File: config.mk
export PLATFORM = sky130hd
export DESIGN_NAME = dcache
export DESIGN_NICKNAME = d
export VERILOG_FILES = /design/src/design/dcache_addr_pkg.sv /design/src/design/dcache_bus_pkg.sv /design/src/design/dcache_lookup.sv /design/src/design/dcache_frames.sv /design/src/design/dcache_mem_ctrl.sv /design/src/design/dcache.sv
export VERILOG_INCLUDE_DIRS = /design/src /design/src/design
export SDC_FILE = /design/constraint.sdc
export NUM_CORES = 2
export LEC_CHECK = 0
export BUFFER_PORTS_ARGS = -buffer_cell sky130_fd_sc_hd__buf_2
export CAP_MARGIN = 25
export CORE_MARGIN = 8
export CORE_UTILIZATION = 30
export CTS_CLUSTER_DIAMETER = 200
export DETAILED_ROUTE_END_ITERATION = 7
export HOLD_SLACK_MARGIN = 0.1
export RECOVER_POWER = 50
export SLEW_MARGIN = 25
export SYNTH_ARGS = -nofsm -noshare
export SYNTH_HDL_FRONTEND = slang
export SYNTH_HIERARCHICAL = 1
export SYNTH_SLANG_ARGS = --single-unit
File: constraint.sdc
create_clock -name CLK -period 9.83 [get_ports CLK]
set_input_delay 1.966 -clock CLK [delete_from_list [all_inputs] [get_ports CLK]]
set_output_delay 1.966 -clock CLK [all_outputs]
set_load 0.03 [all_outputs]
File: src/design/dcache_defs.svh
`ifndef DCACHE_DEFS_SVH
`define DCACHE_DEFS_SVH

// data and address word
`define DC_WORD_W 32

// geometry, 8 sets of two ways
`define DC_SETS   8
`define DC_IDX_W  3

// address split: tag | idx | blkoff | bytoff
`define DC_TAG_W  26
`define DC_BLK_W  1
`define DC_BYT_W  2

// frames visited by the halt flush (sets x ways)
`define DC_FRAMES 16

`endif

File: src/design/dcache_addr_pkg.sv
`include "dcache_defs.svh"

package dcache_addr_pkg;

    typedef logic [`DC_WORD_W-1:0] word_t;

    // field view of an address word
    typedef struct packed {
        logic [`DC_TAG_W-1:0] tag;
        logic [`DC_IDX_W-1:0] idx;
        logic [`DC_BLK_W-1:0] blkoff;
        logic [`DC_BYT_W-1:0] bytoff;
    } addr_fields_t;

    // flat word on the buses, fields for lookup
    typedef union packed {
        word_t        word;
        addr_fields_t f;
    } dcache_addr_u;

    // one cache frame, 92 bits
    typedef struct packed {
        logic                 valid;
        logic                 dirty;
        logic [`DC_TAG_W-1:0] tag;
        word_t [1:0]          data;   // indexed by blkoff
    } frame_t;

    typedef logic way_t;
    typedef logic [`DC_IDX_W-1:0] idx_t;

endpackage

File: src/design/dcache_bus_pkg.sv
`include "dcache_defs.svh"

package dcache_bus_pkg;

    typedef struct packed {
        logic                         ren;
        logic                         wen;
        dcache_addr_pkg::dcache_addr_u addr;
        dcache_addr_pkg::word_t        store;
    } dp_req_t;

    typedef struct packed {
        logic                   hit;      // one-cycle pulse
        dcache_addr_pkg::word_t load;
        logic                   flushed;  // level, held until reset
    } dp_rsp_t;

    typedef struct packed {
        logic                   ren;
        logic                   wen;
        dcache_addr_pkg::word_t addr;
        dcache_addr_pkg::word_t store;
    } mem_req_t;

    typedef struct packed {
        logic                   dwait;
        dcache_addr_pkg::word_t load;
    } mem_rsp_t;

    typedef struct packed {
        logic                    hit;
        dcache_addr_pkg::way_t   hit_way;
        dcache_addr_pkg::word_t  rdata;
        dcache_addr_pkg::way_t   victim_way;
        dcache_addr_pkg::frame_t victim;
    } lookup_t;

    typedef enum logic [2:0] {
        op_none, op_store_word, op_fill_word, op_clean, op_touch
    } frame_op_e;

    typedef struct packed {
        frame_op_e              op;
        dcache_addr_pkg::way_t  way;
        dcache_addr_pkg::idx_t  idx;
        logic [`DC_BLK_W-1:0]   word;
        logic [`DC_TAG_W-1:0]   tag;
        dcache_addr_pkg::word_t data;
    } frame_cmd_t;

endpackage

File: src/design/dcache_lookup.sv
`timescale 1ns/1ps

module dcache_lookup (
    input  dcache_bus_pkg::dp_req_t          req,
    input  dcache_addr_pkg::frame_t [1:0]    set_frames,
    input  dcache_addr_pkg::way_t            last_used,
    output dcache_bus_pkg::lookup_t          result
);

    logic [1:0]                    match;
    dcache_addr_pkg::way_t         hit_way;
    dcache_addr_pkg::way_t         victim_way;
    dcache_addr_pkg::frame_t       hit_frame;

    // tag compare against both ways of the set
    always_comb begin
        for (int w = 0; w < 2; w++) begin
            match[w] = set_frames[w].valid &&
                       (set_frames[w].tag == req.addr.f.tag);
        end
    end

    // at most one way can match, so way 1 alone decides
    assign hit_way    = match[1];
    assign hit_frame  = set_frames[hit_way];

    // replace the way that was not touched last
    assign victim_way = ~last_used;

    always_comb begin
        result            = '0;
        result.hit        = |match;
        result.hit_way    = hit_way;
        result.rdata      = hit_frame.data[req.addr.f.blkoff];  // addressed word
        result.victim_way = victim_way;
        result.victim     = set_frames[victim_way];
    end

endmodule

File: src/design/dcache_frames.sv
`timescale 1ns/1ps
`include "dcache_defs.svh"

module dcache_frames (
    input  logic                           CLK,
    input  logic                           nRST,
    input  dcache_addr_pkg::idx_t          rd_idx,
    input  dcache_bus_pkg::frame_cmd_t     cmd,
    output dcache_addr_pkg::frame_t [1:0]  set_frames,
    output dcache_addr_pkg::way_t          last_used
);

    // frame store indexed by set and way
    dcache_addr_pkg::frame_t [`DC_SETS-1:0][1:0] sets;
    logic [`DC_SETS-1:0]                         lru_bits;  // way last used per set

    always_ff @(posedge CLK, negedge nRST) begin
        if (!nRST) begin
            sets     <= '0;   // all invalid and clean
            lru_bits <= '0;
        end else begin
            case (cmd.op)
                dcache_bus_pkg::op_store_word: begin
                    sets[cmd.idx][cmd.way].data[cmd.word] <= cmd.data;
                    sets[cmd.idx][cmd.way].dirty          <= 1'b1;
                    lru_bits[cmd.idx]                     <= cmd.way;
                end
                dcache_bus_pkg::op_fill_word: begin
                    // valid after the first word while the controller fetches the second
                    sets[cmd.idx][cmd.way].data[cmd.word] <= cmd.data;
                    sets[cmd.idx][cmd.way].tag            <= cmd.tag;
                    sets[cmd.idx][cmd.way].valid          <= 1'b1;
                    sets[cmd.idx][cmd.way].dirty          <= 1'b0;
                end
                dcache_bus_pkg::op_clean: begin
                    sets[cmd.idx][cmd.way].dirty <= 1'b0;  // after write-back
                end
                dcache_bus_pkg::op_touch: begin
                    lru_bits[cmd.idx] <= cmd.way;
                end
                default: begin
                end
            endcase
        end
    end

    // read-out of the selected set
    assign set_frames = sets[rd_idx];
    assign last_used  = lru_bits[rd_idx];

endmodule

File: src/design/dcache_mem_ctrl.sv
`timescale 1ns/1ps
`include "dcache_defs.svh"

module dcache_mem_ctrl (
    input  logic                        CLK,
    input  logic                        nRST,
    input  dcache_bus_pkg::dp_req_t     req,
    input  logic                        halt,
    input  dcache_bus_pkg::lookup_t     result,
    input  dcache_bus_pkg::mem_rsp_t    mem_rsp,
    output dcache_addr_pkg::idx_t       rd_idx,
    output dcache_bus_pkg::frame_cmd_t  cmd,
    output dcache_bus_pkg::dp_rsp_t     rsp,
    output dcache_bus_pkg::mem_req_t    mem_req
);

    typedef enum logic [3:0] {
        st_idle, st_wb0, st_wb1, st_fill0, st_fill1,
        st_flush_scan, st_flush0, st_flush1, st_halted
    } state_e;

    state_e                        state, next_state;
    logic [4:0]                    frame_cnt, next_cnt;  // way in bit 3, set in 2:0
    logic                          flushing;
    dcache_addr_pkg::way_t         scan_way;
    dcache_addr_pkg::dcache_addr_u blk_addr;

    assign flushing = (state == st_flush_scan) || (state == st_flush0) ||
                      (state == st_flush1);
    assign scan_way = frame_cnt[3];   // way 0 first and then way 1

    // set to read comes from the request or the flush walk
    assign rd_idx = flushing ? frame_cnt[2:0] : req.addr.f.idx;

    always_ff @(posedge CLK, negedge nRST) begin
        if (!nRST) begin
            state     <= st_idle;
            frame_cnt <= '0;
        end else begin
            state     <= next_state;
            frame_cnt <= next_cnt;
        end
    end

    // memory block address
    always_comb begin
        blk_addr.word     = req.addr.word;
        blk_addr.f.idx    = rd_idx;
        blk_addr.f.blkoff = '0;
        blk_addr.f.bytoff = '0;
        if (state inside {st_wb0, st_wb1, st_flush0, st_flush1})
            blk_addr.f.tag = result.victim.tag;   // write-back uses the victim's own tag
        if (state inside {st_wb1, st_fill1, st_flush1})
            blk_addr.f.blkoff = 1'b1;             // second word
    end

    always_comb begin
        next_state   = state;
        next_cnt     = frame_cnt;
        cmd          = '0;
        cmd.idx      = rd_idx;
        rsp          = '0;
        rsp.load     = result.rdata;
        rsp.flushed  = (state == st_halted);
        mem_req      = '0;
        mem_req.addr = blk_addr.word;

        case (state)
            st_idle: begin
                if (halt) begin
                    next_state = st_flush_scan;
                    next_cnt   = '0;
                end else if (req.ren || req.wen) begin
                    if (result.hit) begin
                        rsp.hit  = 1'b1;
                        cmd.op   = req.wen ? dcache_bus_pkg::op_store_word
                                           : dcache_bus_pkg::op_touch;
                        cmd.way  = result.hit_way;
                        cmd.word = req.addr.f.blkoff;
                        cmd.data = req.store;
                    end else begin
                        // on a miss the dirty victim goes out first
                        next_state = result.victim.dirty ? st_wb0 : st_fill0;
                    end
                end
            end

            st_wb0, st_wb1, st_flush0, st_flush1: begin
                mem_req.wen   = 1'b1;
                mem_req.store = result.victim.data[blk_addr.f.blkoff];
                if (!mem_rsp.dwait) begin
                    case (state)
                        st_wb0:    next_state = st_wb1;
                        st_wb1:    next_state = st_fill0;
                        st_flush0: next_state = st_flush1;
                        default: begin
                            // frame is clean again once flush1 completes
                            next_state = st_flush_scan;
                            next_cnt   = frame_cnt + 5'd1;
                            cmd.op     = dcache_bus_pkg::op_clean;
                            cmd.way    = scan_way;
                        end
                    endcase
                end
            end

            st_fill0, st_fill1: begin
                mem_req.ren = 1'b1;
                if (!mem_rsp.dwait) begin
                    next_state = (state == st_fill0) ? st_fill1 : st_idle;
                    cmd.op     = dcache_bus_pkg::op_fill_word;
                    cmd.way    = result.victim_way;
                    cmd.word   = blk_addr.f.blkoff;
                    cmd.tag    = req.addr.f.tag;
                    cmd.data   = mem_rsp.load;
                end
            end

            st_flush_scan: begin
                if (frame_cnt == 5'(`DC_FRAMES)) begin
                    next_state = st_halted;
                end else if (result.victim_way != scan_way) begin
                    // lookup only shows the victim frame, so steer it onto the scanned way
                    cmd.op  = dcache_bus_pkg::op_touch;
                    cmd.way = ~scan_way;
                end else if (result.victim.dirty) begin
                    next_state = st_flush0;
                end else begin
                    next_cnt = frame_cnt + 5'd1;   // clean frame is skipped
                end
            end

            default: begin
                // flushed stays up until reset
            end
        endcase
    end

endmodule

File: src/design/dcache.sv
`timescale 1ns/1ps

module dcache (
    input  logic                      CLK,
    input  logic                      nRST,
    input  dcache_bus_pkg::dp_req_t   dp_req,
    input  logic                      halt,
    output dcache_bus_pkg::dp_rsp_t   dp_rsp,
    output dcache_bus_pkg::mem_req_t  mem_req,
    input  dcache_bus_pkg::mem_rsp_t  mem_rsp
);

    dcache_addr_pkg::idx_t          rd_idx;
    dcache_addr_pkg::frame_t [1:0]  set_frames;
    dcache_addr_pkg::way_t          last_used;
    dcache_bus_pkg::lookup_t        result;
    dcache_bus_pkg::frame_cmd_t     cmd;

    // hit check and victim choice on the current set
    dcache_lookup i_lookup (
        .req        (dp_req),
        .set_frames (set_frames),
        .last_used  (last_used),
        .result     (result)
    );

    dcache_frames i_frames (
        .CLK        (CLK),
        .nRST       (nRST),
        .rd_idx     (rd_idx),
        .cmd        (cmd),
        .set_frames (set_frames),
        .last_used  (last_used)
    );

    // hits, miss handling and flush
    dcache_mem_ctrl i_mem_ctrl (
        .CLK     (CLK),
        .nRST    (nRST),
        .req     (dp_req),
        .halt    (halt),
        .result  (result),
        .mem_rsp (mem_rsp),
        .rd_idx  (rd_idx),
        .cmd     (cmd),
        .rsp     (dp_rsp),
        .mem_req (mem_req)
    );

endmodule

# Word-level counts from Yosys, hierarchy flattened
# Index checks and enable logic that the tools add are counted.
[word_totals] reg_bits=1489 input_bits=102 word_cells=233
[op_classes] n_addsub=1 magnitude_cmp=10 eq_ne=27 mux=89 bitwise=2 reduce_logical=21
[ops] operator="bitwise mux 1472 bit" count=6
[ops] operator="case mux 1472 bit (3 select lines)" count=1
[ops] operator="demux 184 bit (select 3 bit)" count=4
[ops] operator="2-to-1 mux 184 bit" count=5
[ops] operator="binary-select mux 184 bit (select 3 bit)" count=1
[ops] operator="demux 92 bit (select 1 bit)" count=4
[ops] operator="2-to-1 mux 32 bit" count=9
[ops] operator="2-to-1 mux 91 bit" count=3
[ops] operator="2-to-1 mux 64 bit" count=3
[ops] operator="2-to-1 mux 92 bit" count=1
[ops] operator="2-to-1 mux 90 bit" count=1
[ops] operator="case mux 32 bit (2 select lines)" count=1
[ops] operator="2-to-1 mux 59 bit" count=1
[ops] operator="2-to-1 mux 4 bit" count=14
[ops] operator="== test 26 bit" count=2
[ops] operator="2-to-1 mux 26 bit" count=2
[ops] operator="demux 32 bit (select 1 bit)" count=1
[ops] operator="case mux 4 bit (4 select lines)" count=2
[ops] operator="2-to-1 mux 5 bit" count=6
[ops] operator="== test 4 x 3 -> 1 bit, second input constant" count=4
[ops] operator="2-to-1 mux 3 bit" count=5
[ops] operator="case mux 5 bit (3 select lines)" count=1
[ops] operator="inequality test 2 bit, second input constant" count=7
[ops] operator="AND reduction 7 bit" count=2
[ops] operator="31 further kinds" count=64

# Logic depth before layout (Yosys ltp)
[logic_depth] ltp_word=26 ltp_mapped=25

# By module
# The synthesis kept the hierarchy.
[modules_own_cells] module="dcache_frames" n_inst=1 cells_per_inst=4004 area_per_inst_um2=66502.5 seq_area_each_um2=37035.5
[modules_own_cells] module="dcache_mem_ctrl" n_inst=1 cells_per_inst=409 area_per_inst_um2=2648.8 seq_area_each_um2=225.2
[modules_own_cells] module="dcache_lookup" n_inst=1 cells_per_inst=216 area_per_inst_um2=2568.7 seq_area_each_um2=0.0

# Worst setup path before layout
# No wires, ideal clock.
[synth_path] path_kind="input-to-output" startpoint="input dp_req[36] (netlist name)" endpoint="output dp_rsp[33] (netlist name)" arrival_ns=5.409 required_time_ns=7.864 path_slack_ns=2.455 path_stages=16 path_buffers=6 path_cell_list="mux2_2 > buf_4 > clkbuf_1 > buf_2 > buf_2 > mux4_2 > mux2_2 > xnor2_1 > nand4_1 > nor4_2 > nand4_2 > buf_6 > nand2_1 > nand2_2 > nor2_8 > buf_4"
[synth_lines] item="start: declaration" line="dcache.sv:6" text="input dcache_bus_pkg::dp_req_t dp_req,"
[synth_lines] item="end: declaration" line="dcache.sv:8" text="output dcache_bus_pkg::dp_rsp_t dp_rsp,"

==> impl_metrics.csv <==
group,metric,value,unit
sta,period_share,0.886,
worst_setup_path,max_stage_delay,0.87,ns
routing,drc_errors,0,
clocking,worstSkewPairLatency,0.80,ns
clocking,clock-root-buffer,"clkbuf_16",
die,placementRows,179,
worst_setup_path,crit_required,10.45,ns
place,routabilityCongestion,0.741,
routing,wl_per_cell,24.8,um
clocking,clk_path_buf_depth,3,
synthesis,yosys_warnings,6,
final_layout,final_nets,4743,
worst_setup_path,cpMaxStageDelayCell,"mux2_8",
final_layout,area_delta_synth_final,13.5,%
sta,skew,0.0654,ns
synthesis,synth.avg_cell_area,15.5,sq um
final_layout,layout-drive-gt1-share,0.578,
global_routing,antenna_found_initial,12,
clocking,ctsResizeCount,0,
run_status,status,"complete, but fails checks",
clocking,clk_pin_slew,0.06,ns
sta,tns,0,ns
run_status,violations,"capacitance limit, slew limit",
run,max_cap_violations,16,
die,initial_core_util,0.301,
clocking,hold_buffers,0,
synthesis,syn-instance-count,4628,
global_routing,grt_max_degree,185,
final_layout,fill_cells,22900,
routing,vias,40800,
global_routing,grt.met2_usage,0.247,
sta,max_freq,115,MHz
die,io_pins,202,
clocking,clock_sinks,1489,
power_and_ir_drop,p_clk_frac,0.295,
clocking,cts_tree,"done",
global_routing,grt_pass1_vias,43700,
worst_setup_path,path_cells,"nand2b_1 -> nor2_1 -> mux2_8 -> buf_4 -> mux4_2 -> mux2_1 -> xnor2_1 -> nand4_1 -> nor4_1 -> nand4_1 -> nand2_1 -> nand2_1 -> nor2_8 -> a221o_1 -> clkbuf_1 -> nor4bb_1 -> buf_4 -> nand3_4 -> mux2_2",
routing,ant_nets,0,
power_and_ir_drop,total_power,0.0210,W
die,die_width,505,um
power_and_ir_drop,peakVddDrop,0.000249,V
power_and_ir_drop,swShare,0.341,
die,dieArea,0.255,sq mm
clocking,post_cts_buffers,0,
power_and_ir_drop,p_leak,38.8,nW
worst_setup_path,end_kind,"flip-flop",
power_and_ir_drop,power_frac_seq,0.369,
routing,firstDrtPassIters,5,
clocking,numCtsBuffers,160,
routing,via_per_inst,5.14,
sta,hold_violations,0,
clocking,htreeDepth,4,
power_and_ir_drop,p_per_area,258,mW/mm^2
synthesis,syn_area,0.0717,sq mm
routing,drt_iter0_drc,2382,
place,port_buffers,197,
worst_setup_path,cp.arrival,9.33,ns
die,dieHeight,505,um
global_routing,grt_overflow,0,
global_routing,grt_use_met1,0.209,
power_and_ir_drop,p_sw,0.00716,W
worst_setup_path,crit_type,"reg2reg",
die,coreArea,0.238,sq mm
sta,layout_min_cycle_time,8.71,ns
sta,max-slew-margin-rel,-2.37,
routing,wl,197000,um
worst_setup_path,worstSetupStartpointType,"flip-flop",
global_routing,grt.busiest_layer,"met2",
sta,max_slew.worst_pin.slew,5.05,ns
worst_setup_path,path_max_fanout,93,
global_routing,grt_use_total,0.151,
sta,whs,0.459,ns
sta,rsz0062_at_grt,"false",
min_path,hp-class,"reg2reg",
power_and_ir_drop,combPwrFrac,0.336,
global_routing,grt_util_met3,0.0247,
place,post-dp-hpwl,114000,um
global_routing,grt_pass1_wl,295000,um
sta,finalSetupViolCount,0,
power_and_ir_drop,internal_power,0.0138,W
sta,finalMaxSlewViolations,1124,
worst paths after layout:
check                                     from                   to  slack (ns)  cells after the start
max                        i_mem_ctrl/state[2]   i_frames/sets[335]        1.12                     19
min                         i_frames/sets[919]   i_frames/sets[919]        0.46                      1
max reg2reg                i_mem_ctrl/state[2]   i_frames/sets[335]        1.12                     19
min reg2reg                 i_frames/sets[919]   i_frames/sets[919]        0.46                      1
max in group asynchronous                 nRST  i_frames/sets[1215]        1.74                      3
min in group asynchronous                 nRST   i_frames/sets[805]        1.70                      1
final cells by class:
type	count	area (sq um)	area share
Antenna cell	1	2.50	0.0000308
Clock buffer	242	4870	0.0598
Clock inverter	53	651	0.00800
Inverter	12	46.3	0.000569
Multi-Input combinational cell	2663	32500	0.400
Sequential cell	1489	37300	0.458
Tap cell	3167	3960	0.0487
Timing Repair Buffer	312	2050	0.0252
flip-flops by register name, summed over array words and instances, names as in the netlist:
name                  count
i_frames/sets          1472
i_frames/lru_bits         8
i_mem_ctrl/frame_cnt      5
i_mem_ctrl/state          4
worst max-delay path: cells and delay by family, from the launching register on:
kind / cells / cell delay (ns)
flip-flops: 1 / 0.65
XOR/XNOR: 1 / 0.25
buffers and inverters: 3 / 1.23
multiplexers: 4 / 2.15
AND/OR/NAND/NOR: 10 / 3.53
AO/OA/AOI/OAI: 1 / 0.60
per-stage QoR:
step / std cells / instance area [sq um] / utilization / worst slack [ns]
finish: 7939 / 81400 / 0.342 / 1.12
global route: 7938 / 81400 / 0.342 / 0.499
CTS: 7935 / 81400 / 0.342 / 1.13
detailed placement: 7640 / 75900 / 0.319 / 0.817
global placement: 7636 / 75800 / 0.318 / 0.887
floorplan: 4629 / 71700 / - / 2.46
layer usage:
layer | vias to the layer above | part of all wire
met4 | 0 | 0.024
li1 | 17200 | -
met1 | 22400 | 0.45
met5 | - | 0
met2 | 920 | 0.48
met3 | 270 | 0.046
power groups by stage:
stage                     registers (W)  logic, W  clock network (W)
after detailed placement        0.00784   0.00717                  0
after floorplan                 0.00763   0.00516                  0
after global placement          0.00776   0.00705                  0
after CTS                       0.00774   0.00718            0.00638
after global routing            0.00788   0.00751            0.00663
final                           0.00775   0.00706            0.00621
placed cells by master, fill, tap and decap left out, types with 10 or more instances in the layout:
cell type and instances:
a22o_2 25, nand2b_1 21, clkbuf_16 165, clkinv_2 31, buf_4 81, clkbuf_8 45
clkbuf_1 46, nand4_1 21, buf_12 11, mux2_4 30, xor2_1 23, mux2_2 1677
nand2_1 156, xnor2_1 31, mux2_1 16, dfrtp_1 1489, and2_1 29, mux4_2 370
a21oi_2 20, inv_1 10, mux4_1 32, buf_2 195, a21oi_1 51
Power figures use the tool's default switching activity.
